File: src/design/ram_pkg.sv
package ram_pkg;

  // one byte per word.
  localparam int data_width = 8;

  // each bank is one 512 x 8 block RAM.
  localparam int bank_depth = 512;
  localparam int num_banks  = 3;

  // 1536 words in all, so the top quarter of the address space is unused.
  localparam int mem_depth = num_banks * bank_depth;

  // byte stored in a bank.
  typedef logic [data_width-1:0] data_t;

  // full address, 11 bits.
  typedef logic [$clog2(mem_depth)-1:0] addr_t;

  // word address inside one bank, 9 bits.
  typedef logic [$clog2(bank_depth)-1:0] bank_addr_t;

  // bank index from the two top address bits.
  // index 3 has no bank behind it and marks an out-of-range access.
  typedef logic [$bits(addr_t)-$bits(bank_addr_t)-1:0] bank_sel_t;

endpackage

File: src/design/read_select.sv
`timescale 1ns/1ns

module read_select (
  input  logic                                    rclk,
  input  logic                                    rst_n,
  input  logic                                    re,
  input  ram_pkg::bank_sel_t                      rd_bank,
  input  ram_pkg::data_t [ram_pkg::num_banks-1:0] bank_rdata,
  output ram_pkg::data_t                          rdata,
  output logic                                    rvalid
);

  import ram_pkg::*;

  bank_sel_t rd_bank_q;     // bank of the read now on the bank outputs.

  // rvalid and the bank index move on the same edge as the bank outputs,
  // so the data and its index always belong to the same request.
  always_ff @(posedge rclk or negedge rst_n) begin
    if (!rst_n) begin
      rvalid    <= 1'b0;
      rd_bank_q <= '1;       // no bank selected after reset.
    end else begin
      rvalid <= re;          // every read gets one valid cycle.
      if (re) begin
        rd_bank_q <= rd_bank;
      end
    end
  end

  // only a real bank index matches, so index 3 and idle cycles give zero.
  always_comb begin
    rdata = '0;
    if (rvalid) begin
      for (int b = 0; b < num_banks; b++) begin
        if (rd_bank_q == bank_sel_t'(b)) begin
          rdata = bank_rdata[b];
        end
      end
    end
  end

endmodule

File: config.mk
export PLATFORM = sky130hd
export DESIGN_NAME = read_select
export DESIGN_NICKNAME = d
export VERILOG_FILES = /design/src/design/ram_pkg.sv /design/src/design/read_select.sv
export SDC_FILE = /design/constraint.sdc
export NUM_CORES = 1
export LEC_CHECK = 0
export BUFFER_PORTS_ARGS = -buffer_cell sky130_fd_sc_hd__clkbuf_2
export CORE_AREA = 5 5 42 44
export CTS_BUF_LIST = sky130_fd_sc_hd__clkbuf_2
export DETAILED_ROUTE_END_ITERATION = 8
export DIE_AREA = 0 0 47 49
export PLACE_DENSITY_LB_ADDON = 0.2
export SLEW_MARGIN = 10
export SYNTH_ARGS = -nofsm -noshare
export SYNTH_HDL_FRONTEND = slang
export SYNTH_SLANG_ARGS = --single-unit
File: constraint.sdc
create_clock -name rclk -period 3.43 [get_ports rclk]
set_clock_uncertainty 0.15 [all_clocks]
set_input_delay 0.5145 -clock rclk [delete_from_list [all_inputs] [get_ports rclk]]
set_output_delay 0.5145 -clock rclk [all_outputs]
set_load 0.02 [all_outputs]
==> qor.csv, run 1 <==
stage;metric;value;unit
clock_network;cts_inserted_buffers;3;
timing;max-slew-margin-rel;0.786;
clock_network;cts_buffer_depth;2;
timing;period_needed;2.20;ns
global_route;grt_start_max_net_pins;18;
floorplanning;core-area;0.00140;sq mm
logic_synthesis;netlist_area;369;sq um
clock_network;cts_resized;0;
finish;num_antenna_cells;0;
floorplanning;rows;14;
floorplanning;start_util;0.263;
pwr;p_int;0.109;mW
worst_setup_path;crit_path_end_kind;output pin;
detailed_routing;ant_nets;0;
finish;utilization;0.404;
detailed_routing;wl_met3;80;microns
pwr;power.share.clock;0.294;
placed_design;place_worst_setup_slack;1.43;ns
worst_setup_path;crit_chain;mux2i_1, o21ai_0, and2_1, clkbuf_2;
logic_synthesis;ys_warn_count;0;
detailed_routing;via_per_inst;4.49;
logic_synthesis;ys_types;12;
placed_design;io_buffers;37;
pwr;p_leak;0.310;nW
floorplanning;die_y;49;microns
finish;final_nets;109;
worst_setup_path;critPathKind;flip-flop to output pin;
pwr;switchingPower;0.0571;mW
detailed_routing;wire_per_inst;11.0;microns
timing;worst_slack;1.23;ns
worst_setup_path;crit_path_top_delay_cell;dfstp_2;
hold_path;hold_path_depth;1;
timing;fin_tns_setup;0;ns
detailed_routing;finalWirelength;1040;microns
logic_synthesis;synth_xor_area_frac;0;
worst_setup_path;cp_max_fo;17;
flow_run;drv_cap;0;
clock_network;worstSkewPairLatency;0.20;ns
logic_synthesis;ys_seq_area_frac;0.210;
clock_network;clkTransAtPathRegs;0.04;ns
worst_setup_path;crit_required;2.77;ns
worst_setup_path;rrSetupSlack;2.28;ns
clock_network;cts_tree;built;
hold_path;hold_path.class;input port to flip-flop;
timing;hold_viol_final;0;
logic_synthesis;syn_nets;70;
logic_synthesis;synth-compound-area-share;0.108;
hold_path;hp-start;re;
outcome;outcome;finished clean;
worst_setup_path;worstReg2RegEnd;rd_bank_q[0];
finish;area_growth;53.2;%
timing;slew_viol_final;0;
logic_synthesis;synth_fa_ha_area_frac;0;
timing;fmax;455;MHz
placed_design;dpl.hpwl;872;microns
detailed_routing;top_layer;met3;
clock_network;cts.htree.levels;1;
timing;worst_pin_slew;0.321;ns
clock_network;cts.sink_count;3;
detailed_routing;drtIter0Drc;4;
logic_synthesis;synth_top_family_by_area;simple AND/OR/NAND/NOR gates;
pwr;peakVddDrop;0.143;mV
pwr;power_frac_seq;0.317;
placed_design;gp_congestion;0.688;
global_route;grt_overflow;0;
timing;fin_crit_sh;0.640;
timing;rsz0062_at_grt;no;
logic_synthesis;synth.avg_cell_area;9.00;sq um
global_route;grt_antenna_before_repair;0;
global_route;grt_pass1_wl;1730;microns
pwr;cellPowerDensity;293;mW/mm^2
logic_synthesis;synth_mux_area_frac;0.278;
finish;drive_above_1_share;0.570;
detailed_routing;via_count;427;
detailed_routing;first_pass_iters;4;
global_route;grt_pass1_vias;423;
floorplanning;dieArea;0.00230;sq mm
logic_synthesis;syn_inst;41;
hold_path;worstHoldEndpoint;rvalid;
detailed_routing;wl_met2;576;microns
logic_synthesis;synth.ff_latch_count;3;
detailed_routing;post-route-drc-count;0;
pwr;combPwrFrac;0.389;
finish;fillers;156;
worst_setup_path;arrival;1.53;ns
worst_setup_path;startpoint_type;flip-flop;
logic_synthesis;synth_simple_gate_area_frac;0.298;
timing;finalSetupViolations;0;
worst_setup_path;cpPeakStageDelay;0.72;ns
floorplanning;fp.dieW;47;microns
worst_setup_path;reg2reg_depth;1;
floorplanning;pin_count;38;
worst_setup_path;timing.rr.start;rd_bank_q[0];
clock_network;cts_root_buffer;clkbuf_2;
global_route;grt_usage;0.100;
detailed_routing;m1WireLength;384;microns
pwr;swShare;0.344;
[how the worst max path moves through the flow]
stage / start / endpoint / slack (ns)
final: rd_bank_q[0] / rdata[3] / 1.23
after floorplan: rd_bank_q[0] / rdata[6] / 1.58
after CTS: rd_bank_q[0] / rdata[3] / 1.21
after global placement: rd_bank_q[0] / rdata[0] / 1.43
after detailed placement: rd_bank_q[0] / rdata[3] / 1.43
after global routing: rd_bank_q[0] / rdata[0] / 1.10
[cell families after synthesis]
| family | count (synthesis) |
|---|---|
| DFF | 3 |
| AOI/OAI and AO/OA | 8 |
| buffers and inverters | 4 |
| muxes | 10 |
| and+or+nand+nor | 16 |
[through the flow]
step	total power [mW]	cell area, sq um	instances	hold slack, ns
after floorplan	0.0965	369	41	0.0689
after global placement	0.118	536	90	0.163
after detailed placement	0.118	536	90	0.162
after CTS	0.170	566	95	0.299
after global routing	0.184	566	95	0.287
final	0.166	566	95	0.317
[synthesized netlist by cell type, drive strengths merged]
| cell type | instances | area, sq um |
|---|---|---|
| and2 | 8 | 50.1 |
| mux2i | 8 | 80.1 |
| nand3b | 8 | 60.1 |
| o21ai | 8 | 40.0 |
| buf | 4 | 38.8 |
| dfstp | 2 | 52.6 |
| mux2 | 2 | 22.5 |
| dfrtp | 1 | 25.0 |
[power by group through the flow]
stage                     registers, mW  logic (mW)  clock network, mW
after floorplan                  0.0428      0.0538                  0
after global placement           0.0534      0.0642                  0
after detailed placement         0.0534      0.0644                  0
after CTS                        0.0528      0.0655             0.0518
after global routing             0.0548      0.0713             0.0576
final                            0.0526      0.0646             0.0487
[sequential cells by signal, summed over array words and instances (netlist names)]
register / cells
rvalid: 1
rd_bank_q: 2
[layout make-up]
cell class	count	area, sq um	area share
clock buffers	4	20.0	0.0354
multi-input cells	34	253	0.447
flip-flops and latches	3	77.6	0.137
well taps	16	20.0	0.0354
repair buffers	38	195	0.345
[layout by cell type (no fill, tap or decap), drive strengths merged]
cell / count
nand3b: 8
and2: 8
mux2i: 8
clkbuf: 41
mux2: 2
dfstp: 2
dfrtp: 1
o21ai: 8
dlygate4sd3: 1
[timing repair]
item / in CTS / in global routing
hold buffers: 1 / 0
setup endpoints to repair: 0 / 0
buffers inserted: 0 / 0
endpoints found under the hold margin: 1 / 0
[routing by layer]
layer,GRT usage,up-vias
li1,-,224
met2,0.170,14
met1,0.115,189
met3,0.0221,0
met4,0.0415,0
met5,0,-
[worst max-delay path, delay by kind of cell (launching register included)]
| family | cells | cell delay [ns] |
|---|---|---|
| compound gates | 1 | 0.09 |
| buf+inv | 1 | 0.15 |
| flops | 1 | 0.72 |
| mux | 1 | 0.21 |
| simple gates | 1 | 0.16 |
Note: power is estimated with default switching activity, not from simulation.
==> run 2: changes to the inputs <==
ABC_AREA = 1   (was default)
clock period = 2.3 ns   (was 3.43 ns; I/O delays follow)
==> run 2 against run 1 <==
  * Final cell count increased by 22%
  * Die area is the same
  * Register-to-register slack worse by 1.2 ns
  * Flip-flop and latch count did not move
  * Combinational power increased by 64%
  * Via count rose by 27%
  * Cell area grew 0.44%
  * First-iteration DRC count rose to 3.5 times the previous value
  * Critical path type unchanged
  * Largest cell class unchanged
==> qor.csv, run 2 <==
stage;metric;value;unit;change
outcome;outcome;finished clean;;
timing;fin_tns_setup;0;ns;unchanged
detailed_routing;top_layer;met4;;
placed_design;gp_congestion;0.726;;+5.4%
clock_network;cts_inserted_buffers;3;;unchanged
pwr;cellPowerDensity;453;mW/mm^2;+54%
logic_synthesis;ys.flop_type;dfstp_2;;
worst_setup_path;critPathKind;flip-flop to output pin;;
detailed_routing;wl_met2;541;microns;-6.1%
clock_network;worstSkewPairLatency;0.21;ns;about the same
floorplanning;pin_count;38;;unchanged
global_route;grt_usage;0.121;;+0.0212
floorplanning;core-area;0.00140;sq mm;unchanged
worst_setup_path;cp_max_fo;10;;-7
logic_synthesis;synth.avg_cell_area;5.95;sq um;-34%
global_route;grt_antenna_before_repair;0;;unchanged
pwr;peakVddDrop;0.343;mV;+140%
detailed_routing;first_pass_iters;4;;unchanged
floorplanning;fp.dieW;47;microns;unchanged
detailed_routing;via_per_inst;4.68;;+4.1%
logic_synthesis;ys_warn_count;0;;unchanged
worst_setup_path;worstReg2RegEnd;rd_bank_q[1];;
floorplanning;start_util;0.259;;-0.00446
finish;largest_reg_flops;2;;unchanged
detailed_routing;ant_nets;0;;unchanged
logic_synthesis;synth_commonest_cells;nand3_1, nand2_1, inv_1;;
logic_synthesis;synth.area.top_cells;nand3_1, nand2_1, dfstp_2;;
finish;top_register;rd_bank_q;;
finish;final_common_cell;clkbuf_2;;
finish;top_regs;rd_bank_q (2), rvalid (1);;
flow_run;drv_cap;0;;unchanged
finish;num_antenna_cells;0;;unchanged
detailed_routing;post-route-drc-count;0;;unchanged
finish;drive_above_1_share;0.460;;-0.110
timing;fin_crit_sh;0.840;;
worst_setup_path;crit_required;1.80;ns;-0.97 ns
global_route;grt_overflow;0;;unchanged
logic_synthesis;synth.most_common_cell;nand3_1;;
detailed_routing;finalWirelength;1250;microns;+20%
detailed_routing;m1WireLength;513;microns;+34%
clock_network;clkTransAtPathRegs;0.04;ns;about the same
timing;worst_pin_slew;0.314;ns;-0.00688 ns
worst_setup_path;rrSetupSlack;1.08;ns;-1.20 ns
logic_synthesis;ys_seq_area_frac;0.214;;+0.00362
detailed_routing;wl_met3;185;microns;+130%
timing;rsz0062_at_grt;no;;
clock_network;cts.htree.levels;1;;unchanged
worst_setup_path;timing.rr.start;rd_bank_q[1];;
finish;final_cell_mix;clkbuf_2, nand3_1, nand2_1, inv_1;;
timing;finalSetupViolations;0;;unchanged
global_route;grt_pass1_vias;504;;+19%
detailed_routing;drtIter0Drc;14;;+10
timing;fmax;517;MHz;
finish;utilization;0.405;;+0.00179
logic_synthesis;syn_inst;61;;+49%
hold_path;worstHoldEndpoint;rvalid;;
global_route;grt_start_max_net_pins;11;;-7
clock_network;cts.sink_count;3;;unchanged
floorplanning;rows;14;;unchanged
placed_design;dpl.hpwl;986;microns;+13%
timing;hold_viol_final;0;;unchanged
floorplanning;dieArea;0.00230;sq mm;unchanged
clock_network;cts_root_buffer;clkbuf_2;;
logic_synthesis;synth.ff_latch_count;3;;unchanged
logic_synthesis;ys_types;10;;-2
worst_setup_path;crit_path_end_kind;output pin;;
finish;area_growth;56.6;%;
finish;fillers;178;;+14%
detailed_routing;wire_per_inst;10.8;microns;-1.8%
timing;max-slew-margin-rel;0.791;;+0.00459
hold_path;hold_path.class;input port to flip-flop;;
timing;period_needed;1.93;ns;
hold_path;hold_path_depth;1;;unchanged
logic_synthesis;syn_nets;90;;+29%
finish;final_nets;130;;+19%
floorplanning;die_y;49;microns;unchanged
global_route;grt_pass1_wl;2150;microns;+24%
finish;instances_no_fill;116;;+22%
hold_path;hp-start;re;;
worst_setup_path;arrival;1.44;ns;-0.09 ns
clock_network;cts_buffer_depth;2;;unchanged
worst_setup_path;reg2reg_depth;2;;+1
clock_network;cts_tree;built;;
clock_network;cts_resized;0;;unchanged
detailed_routing;via_count;543;;+27%
logic_synthesis;netlist_area;363;sq um;-1.7%
timing;slew_viol_final;0;;unchanged
logic_synthesis;async_reset_ff_frac;1.00;;unchanged
placed_design;dp_cells;111;;+23%
logic_synthesis;synth_edf_count;0;;unchanged
pwr;p_leak;0.381;nW;+23%
logic_synthesis;synthDominantCellAreaShare;0.331;;+0.114
placed_design;io_buffers;37;;unchanged
logic_synthesis;yosysTopAreaCell;nand3_1;;
worst_setup_path;startpoint_type;flip-flop;;
-- run 2: cell families (layout without fill, tap and decap cells) --
group	count (synthesis)	in the layout	share of synthesized area
AO/OA/AOI/OAI	2	2	0.0276
buffers and inverters	13	52	0.186
flip-flops	3	3	0.214
AND/OR/NAND/NOR	43	43	0.572
-- run 2: final cells by class --
| class | instances | area, sq um | area share |
|---|---|---|---|
| well taps | 16 | 20.0 | 0.0352 |
| multi-input cells | 45 | 218 | 0.383 |
| repair buffers | 38 | 195 | 0.344 |
| clock buffers | 4 | 20.0 | 0.0352 |
| inverters | 10 | 37.5 | 0.0661 |
| flip-flops and latches | 3 | 77.6 | 0.137 |
-- run 2: critical path, stage by stage, from the launching register on --
cell      delay (ns)
dfstp_2         0.69
inv_2           0.14
nand3_1         0.09
nand3_1         0.08
nand2_1         0.06
inv_1           0.04
clkbuf_2        0.14
-- run 2: how the worst max path moves through the flow --
stage,from,to,slack (ns),cells after the start
CTS,rd_bank_q[1],rdata[7],0.35,6
detailed placement,rd_bank_q[1],rdata[7],0.58,6
global route,rd_bank_q[0],rdata[5],0.20,6
finish,rd_bank_q[1],rdata[7],0.37,6
global placement,rd_bank_q[1],rdata[4],0.60,6
floorplan,rd_bank_q[1],rdata[0],0.82,6
-- run 2: timing repair --
item                       4_1_cts  5_1_grt
buffers inserted                 0        0
hold endpoints to repair         3        0
hold buffers                     1        0
setup endpoints to repair        0        0
-- run 2: power by group --
part,total (mW),internal (mW),switching [mW]
clock,0.0757,0.0459,0.0299
sequential,0.0755,0.0599,0.0155
combinational,0.106,0.0472,0.0589
total,0.257,0.153,0.104
-- run 2: metal layers --
| metal | vias to the layer above | global-route usage |
|---|---|---|
| met1 | 231 | 0.168 |
| met3 | 2 | 0.0480 |
| met5 | - | 0 |
| met2 | 33 | 0.167 |
| li1 | 277 | - |
| met4 | 0 | 0.0415 |
-- run 2: per-stage QoR --
stage               power [mW]  area (sq um)  hold slack [ns]  setup WS [ns]
floorplan                0.142           363           -0.101          0.819
global placement         0.182           538         -0.00767          0.598
CTS                      0.261           568            0.143          0.348
finish                   0.257           568            0.149          0.367
detailed placement       0.182           538         -0.00592          0.579
global route             0.286           568            0.138          0.197
